<file path="src/axi_pkg.sv">
package axi_pkg;

  localparam int LEN_BITS = 8;

  // burst length in beats minus one, as on arlen
  typedef logic [LEN_BITS-1:0] axi_len_t;

  localparam axi_len_t LEN_LINE = 8'd3;    // four beats fill one line
  localparam axi_len_t LEN_SINGLE = 8'd0;  // uncached word

endpackage

</file>
<file path="src/fetch_pkg.sv">
package fetch_pkg;

  localparam int ADDR_BITS = 32;
  localparam int WORD_BITS = 32;
  localparam int LINE_WORDS = 4;
  localparam int LINES = 4;
  localparam int BYTE_BITS = 2;        // byte offset inside a word
  localparam int WORD_SEL_BITS = 2;
  localparam int INDEX_BITS = 2;
  localparam int OFFSET_BITS = BYTE_BITS + WORD_SEL_BITS;
  localparam int TAG_BITS = ADDR_BITS - OFFSET_BITS - INDEX_BITS;
  localparam int LINE_BITS = LINE_WORDS * WORD_BITS;
  localparam int INST_BYTES = 4;

  typedef logic [ADDR_BITS-1:0] addr_t;
  typedef logic [WORD_BITS-1:0] inst_t;
  typedef logic [TAG_BITS-1:0] tag_t;
  typedef logic [INDEX_BITS-1:0] index_t;
  typedef logic [WORD_SEL_BITS-1:0] word_sel_t;
  typedef logic [LINE_BITS-1:0] line_t;  // word 0 in the low bits

  localparam addr_t RESET_PC = 32'h3000_0000;
  localparam logic [7:0] UNCACHED_PREFIX = 8'h0f;  // matched against addr[31:24]

  function automatic tag_t tag_of(addr_t addr);
    return addr[ADDR_BITS-1 -: TAG_BITS];
  endfunction

  function automatic index_t index_of(addr_t addr);
    return addr[OFFSET_BITS +: INDEX_BITS];
  endfunction

  function automatic word_sel_t word_of(addr_t addr);
    return addr[BYTE_BITS +: WORD_SEL_BITS];
  endfunction

  function automatic logic is_uncached(addr_t addr);
    return addr[ADDR_BITS-1 -: 8] == UNCACHED_PREFIX;
  endfunction

  function automatic addr_t line_base(addr_t addr);
    return {addr[ADDR_BITS-1:OFFSET_BITS], {OFFSET_BITS{1'b0}}};
  endfunction

endpackage

</file>
<file path="src/fetch_ifs.sv">
interface refill_if;
  logic req_valid;
  fetch_pkg::addr_t req_addr;
  logic req_uncached;
  logic req_ready;
  logic beat_valid;
  fetch_pkg::inst_t beat_data;
  logic beat_last;

  modport requester(output req_valid, req_addr, req_uncached,
                    input req_ready, beat_valid, beat_data, beat_last);
  modport server(input req_valid, req_addr, req_uncached,
                 output req_ready, beat_valid, beat_data, beat_last);
endinterface

interface cache_if;
  fetch_pkg::addr_t lookup_addr;
  logic hit;
  fetch_pkg::inst_t hit_word;
  logic fill_valid;
  fetch_pkg::inst_t fill_data;
  logic fill_last;
  fetch_pkg::addr_t fill_addr;

  modport client(output lookup_addr, fill_valid, fill_data, fill_last, fill_addr,
                 input hit, hit_word);
  modport store(input lookup_addr, fill_valid, fill_data, fill_last, fill_addr,
                output hit, hit_word);
endinterface

</file>
<file path="src/fetch_top.sv">
module fetch_top (
  input  logic clock,
  input  logic reset,
  input  logic redirect,
  input  fetch_pkg::addr_t redirect_pc,
  input  logic flush,
  output logic inst_valid,
  input  logic inst_ready,
  output fetch_pkg::inst_t inst,
  output fetch_pkg::addr_t inst_pc,
  output fetch_pkg::addr_t araddr,
  output axi_pkg::axi_len_t arlen,
  output logic arvalid,
  input  logic arready,
  input  fetch_pkg::inst_t rdata,
  input  logic rvalid,
  output logic rready,
  input  logic rlast
);

  refill_if refill_bus ();
  cache_if cache_bus ();

  fetch_unit fetch0 (
    .clock       (clock),
    .reset       (reset),
    .redirect    (redirect),
    .redirect_pc (redirect_pc),
    .inst_valid  (inst_valid),
    .inst_ready  (inst_ready),
    .inst        (inst),
    .inst_pc     (inst_pc),
    .refill      (refill_bus.requester),
    .cache       (cache_bus.client)
  );

  icache_array icache0 (
    .clock (clock),
    .reset (reset),
    .flush (flush),
    .cache (cache_bus.store)
  );

  refill_master refill0 (
    .clock   (clock),
    .reset   (reset),
    .refill  (refill_bus.server),
    .araddr  (araddr),
    .arlen   (arlen),
    .arvalid (arvalid),
    .arready (arready),
    .rdata   (rdata),
    .rvalid  (rvalid),
    .rready  (rready),
    .rlast   (rlast)
  );

endmodule

</file>
<file path="src/fetch_unit.sv">
module fetch_unit (
  input  logic clock,
  input  logic reset,
  input  logic redirect,
  input  fetch_pkg::addr_t redirect_pc,
  output logic inst_valid,
  input  logic inst_ready,
  output fetch_pkg::inst_t inst,
  output fetch_pkg::addr_t inst_pc,
  refill_if.requester refill,
  cache_if.client cache
);

  typedef enum logic [1:0] {
    lookup,
    request,
    wait_beats,
    discard
  } state_t;

  state_t state;
  fetch_pkg::addr_t pc;
  fetch_pkg::addr_t miss_addr;
  logic miss_uncached;
  fetch_pkg::word_sel_t beat_count;
  fetch_pkg::inst_t miss_word;

  logic out_free;
  logic req_fire;
  logic last_beat;
  logic busy;
  logic take_beat;
  logic hit_go;
  logic miss_go;

  assign out_free = !inst_valid || inst_ready;
  assign req_fire = refill.req_valid && refill.req_ready;
  assign last_beat = refill.beat_valid && refill.beat_last;
  assign busy = state == wait_beats || state == discard || req_fire;  // refill owed beats
  assign take_beat = miss_uncached || beat_count == fetch_pkg::word_of(miss_addr);
  assign hit_go = state == lookup && out_free && cache.hit;
  assign miss_go = state == lookup && out_free && !cache.hit;

  assign refill.req_valid = state == request;
  assign refill.req_addr = miss_addr;
  assign refill.req_uncached = miss_uncached;

  assign cache.lookup_addr = pc;
  assign cache.fill_valid = refill.beat_valid && !miss_uncached;
  assign cache.fill_data = refill.beat_data;
  assign cache.fill_last = refill.beat_last;
  assign cache.fill_addr = miss_addr;

  always_ff @(posedge clock) begin
    if (reset) begin
      state <= lookup;
      pc <= fetch_pkg::RESET_PC;
      inst_valid <= 1'b0;
    end else if (redirect) begin
      pc <= redirect_pc;
      inst_valid <= 1'b0;
      // a burst already on the bus has to drain first
      state <= (busy && !last_beat) ? discard : lookup;
    end else begin
      case (state)
        lookup: begin
          if (out_free) begin
            inst_valid <= cache.hit;
            if (cache.hit) begin
              pc <= pc + fetch_pkg::addr_t'(fetch_pkg::INST_BYTES);
            end else begin
              state <= request;
            end
          end
        end
        request: begin
          if (req_fire) begin
            state <= wait_beats;
          end
        end
        wait_beats: begin
          if (last_beat) begin
            state <= lookup;
            inst_valid <= 1'b1;
            pc <= miss_addr + fetch_pkg::addr_t'(fetch_pkg::INST_BYTES);
          end
        end
        discard: begin
          if (last_beat) begin
            state <= lookup;
          end
        end
        default: state <= lookup;
      endcase
    end
  end

  always_ff @(posedge clock) begin
    if (miss_go) begin
      miss_addr <= pc;
      miss_uncached <= fetch_pkg::is_uncached(pc);
    end
    if (req_fire) begin
      beat_count <= '0;
    end else if (refill.beat_valid) begin
      beat_count <= beat_count + 2'd1;
    end
    if (refill.beat_valid && take_beat) begin
      miss_word <= refill.beat_data;
    end
    if (hit_go) begin
      inst <= cache.hit_word;
      inst_pc <= pc;
    end else if (state == wait_beats && last_beat) begin
      inst <= take_beat ? refill.beat_data : miss_word;
      inst_pc <= miss_addr;
    end
  end

  // decoder sees a stable word until it takes it
  a_out_stable: assert property (@(posedge clock) disable iff (reset)
    inst_valid && !inst_ready && !redirect |=> inst_valid && $stable(inst) && $stable(inst_pc))
    else $error("inst or inst_pc changed while stalled");

endmodule

</file>
<file path="src/icache_array.sv">
module icache_array (
  input logic clock,
  input logic reset,
  input logic flush,
  cache_if.store cache
);

  fetch_pkg::tag_t tags [fetch_pkg::LINES];
  fetch_pkg::line_t lines [fetch_pkg::LINES];
  logic [fetch_pkg::LINES-1:0] valid;

  fetch_pkg::index_t lookup_index;
  fetch_pkg::word_sel_t lookup_sel;
  fetch_pkg::index_t fill_index;
  fetch_pkg::line_t lookup_line;

  logic fill_active;  // a line is part way in
  logic fill_cancel;  // flush seen during this fill
  logic [2:0] fill_count;

  assign lookup_index = fetch_pkg::index_of(cache.lookup_addr);
  assign lookup_sel = fetch_pkg::word_of(cache.lookup_addr);
  assign fill_index = fetch_pkg::index_of(cache.fill_addr);
  assign lookup_line = lines[lookup_index];

  assign cache.hit = valid[lookup_index]
                     && tags[lookup_index] == fetch_pkg::tag_of(cache.lookup_addr)
                     && !fetch_pkg::is_uncached(cache.lookup_addr);
  assign cache.hit_word = lookup_line[lookup_sel * fetch_pkg::WORD_BITS +: fetch_pkg::WORD_BITS];

  always_ff @(posedge clock) begin
    if (reset) begin
      valid <= '0;
      fill_active <= 1'b0;
      fill_cancel <= 1'b0;
      fill_count <= '0;
    end else begin
      if (cache.fill_valid) begin
        fill_active <= !cache.fill_last;
        fill_count <= cache.fill_last ? 3'd0 : fill_count + 3'd1;
        // line is invalid while it is being shifted in
        valid[fill_index] <= cache.fill_last && !fill_cancel;
      end
      if (cache.fill_valid && cache.fill_last) begin
        fill_cancel <= 1'b0;
      end else if (flush && (fill_active || cache.fill_valid)) begin
        fill_cancel <= 1'b1;
      end
      if (flush) begin
        valid <= '0;  // wins over a same-cycle tag write
      end
    end
  end

  always_ff @(posedge clock) begin
    if (cache.fill_valid) begin
      lines[fill_index] <= {cache.fill_data,
                            lines[fill_index][fetch_pkg::LINE_BITS-1:fetch_pkg::WORD_BITS]};
      if (cache.fill_last) begin
        tags[fill_index] <= fetch_pkg::tag_of(cache.fill_addr);
      end
    end
  end

  // the refill burst never runs past one line
  a_fill_burst: assert property (@(posedge clock) disable iff (reset)
    cache.fill_valid |-> fill_count < 3'(fetch_pkg::LINE_WORDS))
    else $error("fill burst longer than %0d beats", fetch_pkg::LINE_WORDS);

endmodule

</file>
<file path="src/refill_master.sv">
module refill_master (
  input  logic clock,
  input  logic reset,
  refill_if.server refill,
  output fetch_pkg::addr_t araddr,
  output axi_pkg::axi_len_t arlen,
  output logic arvalid,
  input  logic arready,
  input  fetch_pkg::inst_t rdata,
  input  logic rvalid,
  output logic rready,
  input  logic rlast
);

  typedef enum logic [1:0] {
    idle,
    addr,
    data
  } state_t;

  state_t state;
  logic req_fire;

  assign req_fire = refill.req_valid && refill.req_ready;

  assign refill.req_ready = state == idle;
  assign arvalid = state == addr;
  assign rready = state == data;

  // beats pass straight through as the fetch unit never stalls them
  assign refill.beat_valid = rvalid && rready;
  assign refill.beat_data = rdata;
  assign refill.beat_last = rlast;

  always_ff @(posedge clock) begin
    if (reset) begin
      state <= idle;
    end else begin
      case (state)
        idle: begin
          if (req_fire) begin
            state <= addr;
          end
        end
        addr: begin
          if (arready) begin
            state <= data;
          end
        end
        data: begin
          if (rvalid && rlast) begin
            state <= idle;
          end
        end
        default: state <= idle;
      endcase
    end
  end

  always_ff @(posedge clock) begin
    if (req_fire) begin
      if (refill.req_uncached) begin
        araddr <= refill.req_addr;  // single word
        arlen <= axi_pkg::LEN_SINGLE;
      end else begin
        araddr <= fetch_pkg::line_base(refill.req_addr);
        arlen <= axi_pkg::LEN_LINE;
      end
    end
  end

  // AXI rule on the address channel
  a_ar_hold: assert property (@(posedge clock) disable iff (reset)
    arvalid && !arready |=> arvalid && $stable(araddr) && $stable(arlen))
    else $error("araddr changed or arvalid dropped before arready");

endmodule

</file>
<file path="config.mk">
export PLATFORM = sky130hd
export DESIGN_NAME = fetch_top
export DESIGN_NICKNAME = d
export VERILOG_FILES = /design/src/axi_pkg.sv /design/src/fetch_pkg.sv /design/src/fetch_ifs.sv /design/src/fetch_top.sv /design/src/fetch_unit.sv /design/src/icache_array.sv /design/src/refill_master.sv
export SDC_FILE = /design/constraint.sdc
export NUM_CORES = 1
export LEC_CHECK = 0
export ABC_AREA = 1
export BUFFER_PORTS_ARGS = -buffer_cell sky130_fd_sc_hd__buf_2
export CAP_MARGIN = 20
export CORE_MARGIN = 3
export CORE_UTILIZATION = 61
export CTS_BUF_LIST = sky130_fd_sc_hd__clkbuf_8 sky130_fd_sc_hd__clkbuf_16
export CTS_CLUSTER_DIAMETER = 60
export DETAILED_ROUTE_END_ITERATION = 6
export PLACE_DENSITY = 0.79
export SLEW_MARGIN = 10
export SYNTH_ARGS = -nofsm -noshare
export SYNTH_HDL_FRONTEND = slang
export SYNTH_SLANG_ARGS = --single-unit
</file>
<file path="constraint.sdc">
create_clock -name clock -period 14.5 [get_ports clock]
set_clock_uncertainty 0.15 [all_clocks]
set_input_delay 0.725 -clock clock [delete_from_list [all_inputs] [get_ports clock]]
set_output_delay 0.725 -clock clock [all_outputs]
set_load 0.01 [all_outputs]
</file>
* Word level (Yosys, flattened, before mapping) *
Memory sizes are Yosys's and may differ from the RTL's. A register that Yosys moved wholly into a read port is not among the register bits.
Cells that the tools add are included.

cells by class
  add/subtract/negate cells = 3
  multiply operators = 0
  divide/modulo/power cells = 0
  $lt $le $gt $ge = 3
  eq/ne operators = 19
  shift-type cells = 1
  mux-type cells = 40
  bitwise gates (word level) = 0
  reduce and logical (&&, ||, !) cells = 42

operator list
  operator                                                                      count
  32-bit 2-to-1 mux                                                             9
  128-bit by 8-bit variable part select with 32-bit output                      1
  32-bit by 3-bit adder with 32-bit output, second input constant               2
  32-bit one-hot mux with 2 select lines                                        1
  2-bit 2-to-1 mux                                                              15
  26-bit == test                                                                1
  1-bit logical AND                                                             17
  2-bit one-hot mux with 3 select lines                                         2
  1-bit 2-to-1 mux                                                              9
  3-bit by 2-bit != test with 1-bit output, second input constant               3
  8-bit by 4-bit == test with 1-bit output, second input constant               1
  4-bit AND reduction                                                           2
  2-bit OR reduction                                                            4
  1-bit logical NOT                                                             7
  2-bit == test, second input constant                                          3
  2-bit by 3-bit less-than comparator with 1-bit output, second input constant  2
  2-bit by 1-bit != test with 1-bit output, second input constant               3
  3-bit != test, second input constant                                          2
  3-bit AND reduction                                                           2
  1-bit logical OR                                                              5
  4-bit bitwise mux                                                             1
  2-bit by 1-bit == test with 1-bit output, second input constant               2
  2-bit logical NOT                                                             2
  2-bit != test, second input constant                                          2
  9 further kinds                                                               10

word-level totals
  bits in registers = 214
  latch bits = 0
  bits in writable memories = 616
  ROM bits = 0
  output and inout port bits = 107
  word-level logic and storage cells = 126
  memories kept = 2

memories
  name           depth  bits a word  read ports  clocked after Yosys merged registers in  wr ports  line               text
  icache0.lines  4      128          2           2                                        1         icache_array.sv:9  fetch_pkg::line_t lines [fetch_pkg::LINES];
  icache0.tags   4      26           1           1                                        1         icache_array.sv:8  fetch_pkg::tag_t tags [fetch_pkg::LINES];

* Longest topological paths before layout *
Gate-level depths: netlist (run 1).

  word-level depth = 10
  mapped depth = 20
  gate-level depth less buffers = 18

* By module *
A second synthesis (run 1) with hierarchy kept.

second synthesis, totals
  cells, all modules = 3333
  area, all modules = 36970.5 µm²

by module, submodules not included
  module         times used  cells an instance  area an instance (µm²)  seq. area each (µm²)
  icache_array   1           2265               26974.6                 18617.9
  fetch_unit     1           969                8554.5                  4614.4
  refill_master  1           99                 1441.4                  1031.0

* Worst setup path before layout (run 1) *
No wires, ideal clock.

  path kind = in2reg
  from = input port rvalid
  to = memory icache0.tags[1][0] in the netlist's numbering, enable pin
  setup time = 0.409 ns
  data arrival time = 11.993 ns
  setup slack = 1.947 ns
  cell stages on the path = 6
  buffers on the path = 0
  path through = nand2_1 > nor2_1 > inv_1 > nor3_1 > inv_1 > nor2_1

between the ends
  cells in the longest elaborated chain, start to end = 4

RTL lines
  what                                    line                 text
  from (decl)                             fetch_top.sv:16      input logic rvalid,
  1-bit logical AND                       refill_master.sv:31  assign refill.beat_valid = rvalid && rready;
  1-bit logical AND                       fetch_unit.sv:49     assign cache.fill_valid = refill.beat_valid && !miss_uncached;
  1-bit 2-to-1 mux                        icache_array.sv:56   if (cache.fill_valid) begin
  1-bit 2-to-1 mux (implied by the code)  icache_array.sv:60   tags[fill_index] <= fetch_pkg::tag_of(cache.fill_addr);
  to (decl)                               icache_array.sv:8

Every way passes these cells.

==> results of run 1 <==
## routing by layer
| layer | GRT usage | vias to the layer above | share of wire |
|---|---|---|---|
| met1 | 0.416 | 13600 | 0.37 |
| met3 | 0.0543 | 317 | 0.11 |
| met4 | 0.137 | 2 | 0.040 |
| li1 | - | 12400 | - |
| met2 | 0.525 | 1940 | 0.48 |
| met5 | 0 | - | 0.00013 |
## sequential cells by signal (all words and copies together), names as in the netlist, named ones only
signal                      count
icache0.fill_active             1
fetch0.beat_count               2
refill0.state                   2
icache0.valid                   4
refill0.araddr                 32
fetch0.cache.fill_addr         32
icache0.tags                  104
fetch0.cache.lookup_addr       32
fetch0.inst_pc                 32
refill0.arlen                   1
fetch0.miss_word               32
fetch0.state                    2
fetch0.inst                    32
fetch0.refill.req_uncached      1
icache0.fill_cancel             1
fetch0.inst_valid               1
icache0.lines                 512
## cell usage after synthesis, types with 3 or more instances
library cell,instances
nor2_4,3
buf_4,18
buf_2,37
nand2_1,564
buf_1,9
nor3_1,8
xnor2_1,10
a31oi_1,14
o21ai_0,504
inv_1,105
dfxtp_1,49
o211ai_1,7
a32o_1,6
o21ai_1,12
nand4_1,26
inv_2,5
nand3_1,159
clkbuf_1,167
nor2_1,632
a21oi_1,68
xor2_1,4
or2_2,6
o22ai_1,153
buf_6,4
o221ai_1,65
edfxtp_1,778
nand3b_1,3
## final cells by class
cell class                      count  area (µm²)
Inverter                          112         433
Clock buffer                       91        2230
Fill cell                        4037       17900
Multi-Input combinational cell   2264       10500
Timing Repair Buffer              212        1280
Antenna cell                        2        5.00
Clock inverter                     65         495
Tap cell                          765         957
Sequential cell                   827       24400
## final timing paths
| kind | startpoint | endpoint |
|---|---|---|
| hold / removal | rdata[25] | icache0.lines[1][121] |
| setup reg to reg | flop | fetch0.inst_pc[3] |
| setup / recovery | flop | fetch0.inst_pc[3] |
| hold reg to reg | fetch0.cache.lookup_addr[1] | fetch0.cache.fill_addr[1] |
## cell families after synthesis
family / after synthesis / share of synthesized area
AOI/OAI and AO/OA: 833 / 0.129
xor gates and xnor gates: 14 / 0.00338
adders and majority gates: 1 / 0.000345
buffers and inverters: 347 / 0.0399
DFF: 827 / 0.671
other: 1 / 0.000103
and+or+nand+nor: 1410 / 0.156
## power by group through the flow
stage,Sequential (W),Clock [W],Combinational [W]
after floorplan,0.00317,0,0.00133
after detailed placement,0.00330,0,0.00189
final,0.00326,0.00214,0.00197
after CTS,0.00325,0.00215,0.00191
after global placement,0.00330,0,0.00179
after global routing,0.00327,0.00225,0.00215
## critical path, cell delays in order, from the launching register on
cell,delay (ps)
dfxtp_4,450
inv_4,650
buf_4,1020
nand3_1,290
nand2_1,150
nand2_1,60
nand2_1,70
nand2_1,60
nor2_1,100
nand2_1,60
nor2_1,210
nand2_1,190
nor2_4,100
buf_4,340
inv_2,100
buf_4,320
nor2_4,340
inv_1,80
o21ai_1,100
inv_2,40
## per-stage QoR
stage	instance area, µm²	instances	setup slack (ps)
3_3_place_gp	37400	4174	8810
5_1_grt	40300	4337	9080
6_report	40300	4338	9330
2_1_floorplan	36300	3438	1950
3_5_place_dp	37500	4175	8760
4_1_cts	40200	4331	8670
==> run summary, run 1 <==
=====================================================================================
Routed WL per cell                                                            23.3 µm
Cts bufs inserted                                                                  86
Startpoint type of the worst setup path                                          flop
Commonest non-fill, non-tap cell in the layout                               edfxtp_1
Utilization after layout                                                        0.692
Placed wire-length estimate                                                  55300 µm
Final-report max-slew violation count                                               0
Antenna violation net count after detailed routing                                  0
Register-to-Register Path Depth                                                    19
Total die area                                                              62400 µm²
Netlist area before placement                                               36300 µm²
Worst-Margin Slew                                                             1160 ps
Row count                                                                          88
Final min period                                                              5170 ps
Setup repair after global routing missed its margin                                no
Maximum number of pins on one net before global-route repair                      171
Via count                                                                       28.2k
Part of the Yosys area used for sequential elements                             0.671
Post-synthesis cell count                                                        3433
Outcome                                                                  complete, no violations
DRC violations left                                                                 0
# hold bufs at CTS                                                                  0
Placeable core area                                                         58200 µm²
Post-synth ARST share                                                               0
Grt total ovfl                                                                      0
Number of antenna violations at the first check in global routing                   3
IO Count                                                                          179
Number of warnings reported in the yosys synthesis log                              0
Number of nets in the finished design                                            3576
H-tree depth                                                                        3
Worst EP required                                                            14750 ps
Max-capacitance violation count                                                     0
Remaining max-slew budget at the tightest pin                                   0.225
Clock latency on the worst-skew pair                                           640 ps
Number of vias per cell after detailed routing                                   6.50
Share of post-route cells with drive strength above 1                           0.104
Clock-pin slew of the registers on the worst-case setup and hold paths          60 ps
Die outline width                                                              250 µm
Clock tree from TritonCTS                                                       built
Pwr per Cell Area                                                          183 nW/µm²
Most used DFF post-synth                                                     edfxtp_1
Area fraction of the dominant cell type after synthesis                         0.644
Number of iterations in the first detailed-routing pass                             6
Final worst-path cycle share                                                    0.356
Combinational Power Share                                                       0.268
Area overhead of the layout relative to synthesis                               11.2%
Kind of path behind the tightest hold check                                    in2reg
Post-cts repair resize count                                                        0
DRC marker count from the first detailed-route iteration                         3645
Number of clock sinks                                                             827
Tightest hold margin                                                           176 ps
Internal Pwr Total                                                          0.00479 W
Maximum count of clock buffers along a single path                                  3
Power consumption                                                           0.00737 W
Number of enable flip-flop cells after synthesis                                  778
Global-route total usage across every layer                                     0.317
Setup Buffers After CTS                                                             0
Hold Path Depth                                                                     1
Post-Synthesis Mean Instance Area                                            10.6 µm²
Total negative slack for setup checks                                            0 ps
Routability congestion estimate                                                 0.913
Clk network pwr share                                                           0.291
Initial Util                                                                    0.622
Critical path type                                                            reg2reg
Number of synthesized register bits                                               827
Top cell type by total area after synthesis                                  edfxtp_1
Root Buffer Master                                                          clkbuf_16
Net switching share of the total power                                          0.351
Count of endpoints failing hold in the final timing report                          0
Arrival time of the worst setup path                                          5420 ps
Via count of the first global-routing pass                                      27.9k
Yosys cell types                                                                   40
Synth area leaders                                                       edfxtp_1, o21ai_0, nor2_1, nand2_1, dfxtp_1
IR drop worst, VDD                                                           0.180 mV
Commonest non-fill, non-tap cells in the layout                          edfxtp_1, nor2_1, nand2_1
Psw                                                                         0.00259 W
Largest fanout of any net on the critical path                                     94
Number of port buffers                                                            172
FF-to-FF setup slack                                                          9330 ps
Leak pwr                                                                      14.3 nW
Routed wire length                                                          101000 µm
Y dimension of the die                                                         250 µm
Part of the total power dissipated in sequential elements                       0.442
Highest Clock Rate                                                          0.193 GHz
Global-route wire length before repair                                      155000 µm
Capturing element type of the critical path                                      flop
Final setup fails                                                                   0
=====================================================================================
Power figures use the tool's default switching activity.
==> run 2, diff against run 1 <==
Settings changed: ABC_AREA 1 to 0.
Clock period 14.5 ns to 5.3 ns, I/O delays scaled along.
==> run 2 against run 1 <==
Compared with the run above:
- non-clock buffer count is 60 higher
- hold slack got worse by 90 ps
- routed wire length fell by 23%
- register-to-register slack worse by 8200 ps
- highest routed layer unchanged
==> run summary, run 2 <==
=====================================================================================
Outcome                                                                  complete, no violations   unchanged
Via count                                                                       19.0k   was 28.2k
Critical path type                                                            reg2reg   unchanged
Via count of the first global-routing pass                                      20.1k   was 27.9k
Largest register FFs                                                              512   unchanged
Worst slack at placement                                                      1140 ps   was 8760 ps
Most used cell, CP                                                            nand4_1   was nand2_1
Top cell type by total area after synthesis                                  edfxtp_1   unchanged
Worst-Margin Slew                                                             1130 ps   was 1160 ps
Yosys cell types                                                                   56   was 40
DRC marker count from the first detailed-route iteration                         1794   was 3645
Most common library cells after synthesis                                edfxtp_1, mux4_2, nand2_1   was edfxtp_1, nor2_1, nand2_1
Number of nets in the finished design                                            2118   was 3576
Largest fanout of any net on the critical path                                     41   was 94
Clock tree from TritonCTS                                                       built   unchanged
Post-cts repair resize count                                                        0   unchanged
Global-route total usage across every layer                                     0.266   was 0.317
Number of enable flip-flop cells after synthesis                                  778   unchanged
Capturing element type of the critical path                                      flop   unchanged
Final setup slack of the worst path                                           1110 ps   was 9330 ps
Placeable core area                                                         56600 µm²   was 58200 µm²
Number of synthesized register bits                                               827   unchanged
Remaining max-slew budget at the tightest pin                                   0.250   was 0.225
Row count                                                                          87   was 88
H-tree depth                                                                        3   unchanged
Arrival time of the worst setup path                                          4490 ps   was 5420 ps
Maximum count of clock buffers along a single path                                  3   unchanged
Post-synth ARST share                                                               0   unchanged
Total die area                                                              60300 µm²   was 62400 µm²
Placed wire-length estimate                                                  42800 µm   was 55300 µm
DRC violations left                                                                 0   unchanged
Final worst-path cycle share                                                    0.790   was 0.356
Leak pwr                                                                      12.9 nW   was 14.3 nW
Netlist area before placement                                               35000 µm²   was 36300 µm²
Clock-pin slew of the registers on the worst-case setup and hold paths          60 ps   about the same
Maximum number of pins on one net before global-route repair                      130   was 171
Initial Util                                                                    0.618   was 0.622
Cts bufs inserted                                                                  83   was 86
Part of the Yosys area used for sequential elements                             0.696   was 0.671
Largest incremental delay on the critical path                                1130 ps   was 1020 ps
Kind of path behind the tightest hold check                                    in2reg   unchanged
Tightest hold margin                                                          86.7 ps   was 176 ps
IR drop worst, VDD                                                           0.298 mV   was 0.180 mV
Number of warnings reported in the yosys synthesis log                              0   unchanged
Max-capacitance violation count                                                     0   unchanged
Clock latency on the worst-skew pair                                           630 ps   was 640 ps
Number of port buffers                                                            172   unchanged
Setup Buffers After CTS                                                             0   unchanged
Number of vias per cell after detailed routing                                   6.61   was 6.50
DP Cell Count                                                                    2646   was 4175
Cell class contributing the biggest share of worst-path delay            simple AND/OR/NAND/NOR gates   was buffers and inverters
Routed wire length                                                           77900 µm   was 101000 µm
IO Count                                                                          179   unchanged
Busiest layer in global routing                                                  met2   unchanged
Largest register by flop count                                           icache0.lines   unchanged
Global-route wire length before repair                                      120000 µm   was 155000 µm
Final setup fails                                                                   0   unchanged
Area overhead of the layout relative to synthesis                               14.3%   was 11.2%
Final-report max-slew violation count                                               0   unchanged
Die outline width                                                              246 µm   was 250 µm
Pwr per Cell Area                                                          393 nW/µm²   was 183 nW/µm²
Worst EP required                                                             5600 ps   was 14750 ps
GRT met2 Usage                                                                  0.431   was 0.525
Antenna violation net count after detailed routing                                  0   unchanged
Routed WL per cell                                                            27.1 µm   was 23.3 µm
Final min period                                                              4190 ps   was 5170 ps
Root Buffer Master                                                          clkbuf_16   unchanged
Series of cell instances along the critical path                         mux4_2, xnor2_1, nand4_1, nor4_1, nand4_1, or4_2, a21oi_1   was inv_4, buf_4, nand3_1, nand2_1, nand2_1, nand2_1, nand2_1, nor2_1, nand2_1, nor2_1, nand2_1, nor2_4, buf_4, inv_2, buf_4, nor2_4, inv_1, o21ai_1, inv_2
Commonest non-fill, non-tap cell in the layout                               edfxtp_1   unchanged
Synth area leaders                                                       edfxtp_1, mux4_2, dfxtp_1, mux2i_1, mux2_2   was edfxtp_1, o21ai_0, nor2_1, nand2_1, dfxtp_1
Y dimension of the die                                                         246 µm   was 250 µm
Number of clock sinks                                                             827   unchanged
Number of iterations in the first detailed-routing pass                             5   was 6
Most frequent cell after synthesis                                           edfxtp_1   unchanged
Worst path bufs/invs                                                                0   was 7
Grt total ovfl                                                                      0   unchanged
Global-route track usage on met3                                               0.0516   was 0.0543
Startpoint type of the worst setup path                                          flop   unchanged
Registers with the most flip-flops                                       icache0.lines: 512 flops, icache0.tags: 104 flops   unchanged
Routability congestion estimate                                                 0.833   was 0.913
Highest Clock Rate                                                          0.239 GHz   was 0.193 GHz
Most used DFF post-synth                                                     edfxtp_1   unchanged
Number of standard cells in the layout, taps in and fillers out                  2869   was 4338
Commonest non-fill, non-tap cells in the layout                          edfxtp_1, mux4_2, buf_2   was edfxtp_1, nor2_1, nand2_1
Area fraction of the dominant cell type after synthesis                         0.668   was 0.644
Number of antenna violations at the first check in global routing                   4   was 3
Share of post-route cells with drive strength above 1                           0.316   was 0.104
Setup repair after global routing missed its margin                                no   unchanged
Post-Synthesis Mean Instance Area                                            19.4 µm²   was 10.6 µm²
Met1 layer usage reported by global route                                       0.368   was 0.416
Critical Path Slowest Stage Cell                                                or4_2   was buf_4
Count of endpoints failing hold in the final timing report                          0   unchanged
FF-to-FF setup slack                                                          1110 ps   was 9330 ps
Post-synthesis cell count                                                        1805   was 3433
=====================================================================================
run 2: changes by cell type after synthesis, sizes merged, moves of 144 or more:
cell and change:
nand2 -481, mux4 +277, nand3 -144, nor2 -559, o22ai -151, o21ai -507
run 2: cells by family (layout without fill, tap and decap cells):
group | count (synthesis) | in the layout | share of synthesized area
compound gates | 113 | 113 | 0.0217
xor+xnor | 60 | 60 | 0.0150
fa+ha+maj | 1 | 1 | 0.000357
buf+inv | 134 | 435 | 0.0169
flops | 827 | 827 | 0.696
mux | 395 | 395 | 0.213
other cells | 1 | 8 | 0.000107
simple gates | 274 | 274 | 0.0371
run 2: repair_timing:
item,in CTS,in global routing
hold endpoints to repair,235,0
setup endpoints to repair,0,0
hold buffers,68,0
run 2: worst paths after layout:
path | endpoint | start | cells after the start
setup / recovery | fetch0.inst[13] | flop | 7
hold / removal | fetch0.cache.lookup_addr[1] | reset | 3
setup reg to reg | fetch0.inst[13] | flop | 7
hold reg to reg | icache0.fill_cancel | icache0.fill_cancel | 2
run 2: per-stage QoR:
step,area [µm²],utilization,TNS [ps],power (W)
3_5_place_dp,36700,0.648,0,0.0103
4_1_cts,39900,0.706,0,0.0158
2_1_floorplan,35100,-,-55370,0.00961
6_report,40000,0.707,0,0.0157
5_1_grt,40000,0.707,0,0.0163
3_3_place_gp,36700,0.648,0,0.0102
run 2: tightest hold or removal path: stages:
cell and delay [ps]:
buf_2 100, buf_4 300, nor2_1 160
run 2: where the power goes:
group / internal, W / switching (W)
registers: 0.00775 / 0.000435
logic: 0.000995 / 0.00103
clock network: 0.00308 / 0.00241
run 2: routing by layer:
metal  vias up  part of all wire
li1       7941                 -
met5         -           0.00035
met1      9873              0.38
met3       173             0.093
met4         4             0.030
met2       984              0.50
run 2: final cells by class:
cell class,instances,area (µm²)
Inverter,12,52.6
Fill cell,3331,16600
Tap cell,756,946
Clock buffer,88,2180
Sequential cell,827,24400
Timing Repair Buffer,272,1900
Multi-Input combinational cell,849,10200
Clock inverter,63,388
Antenna cell,2,5.00
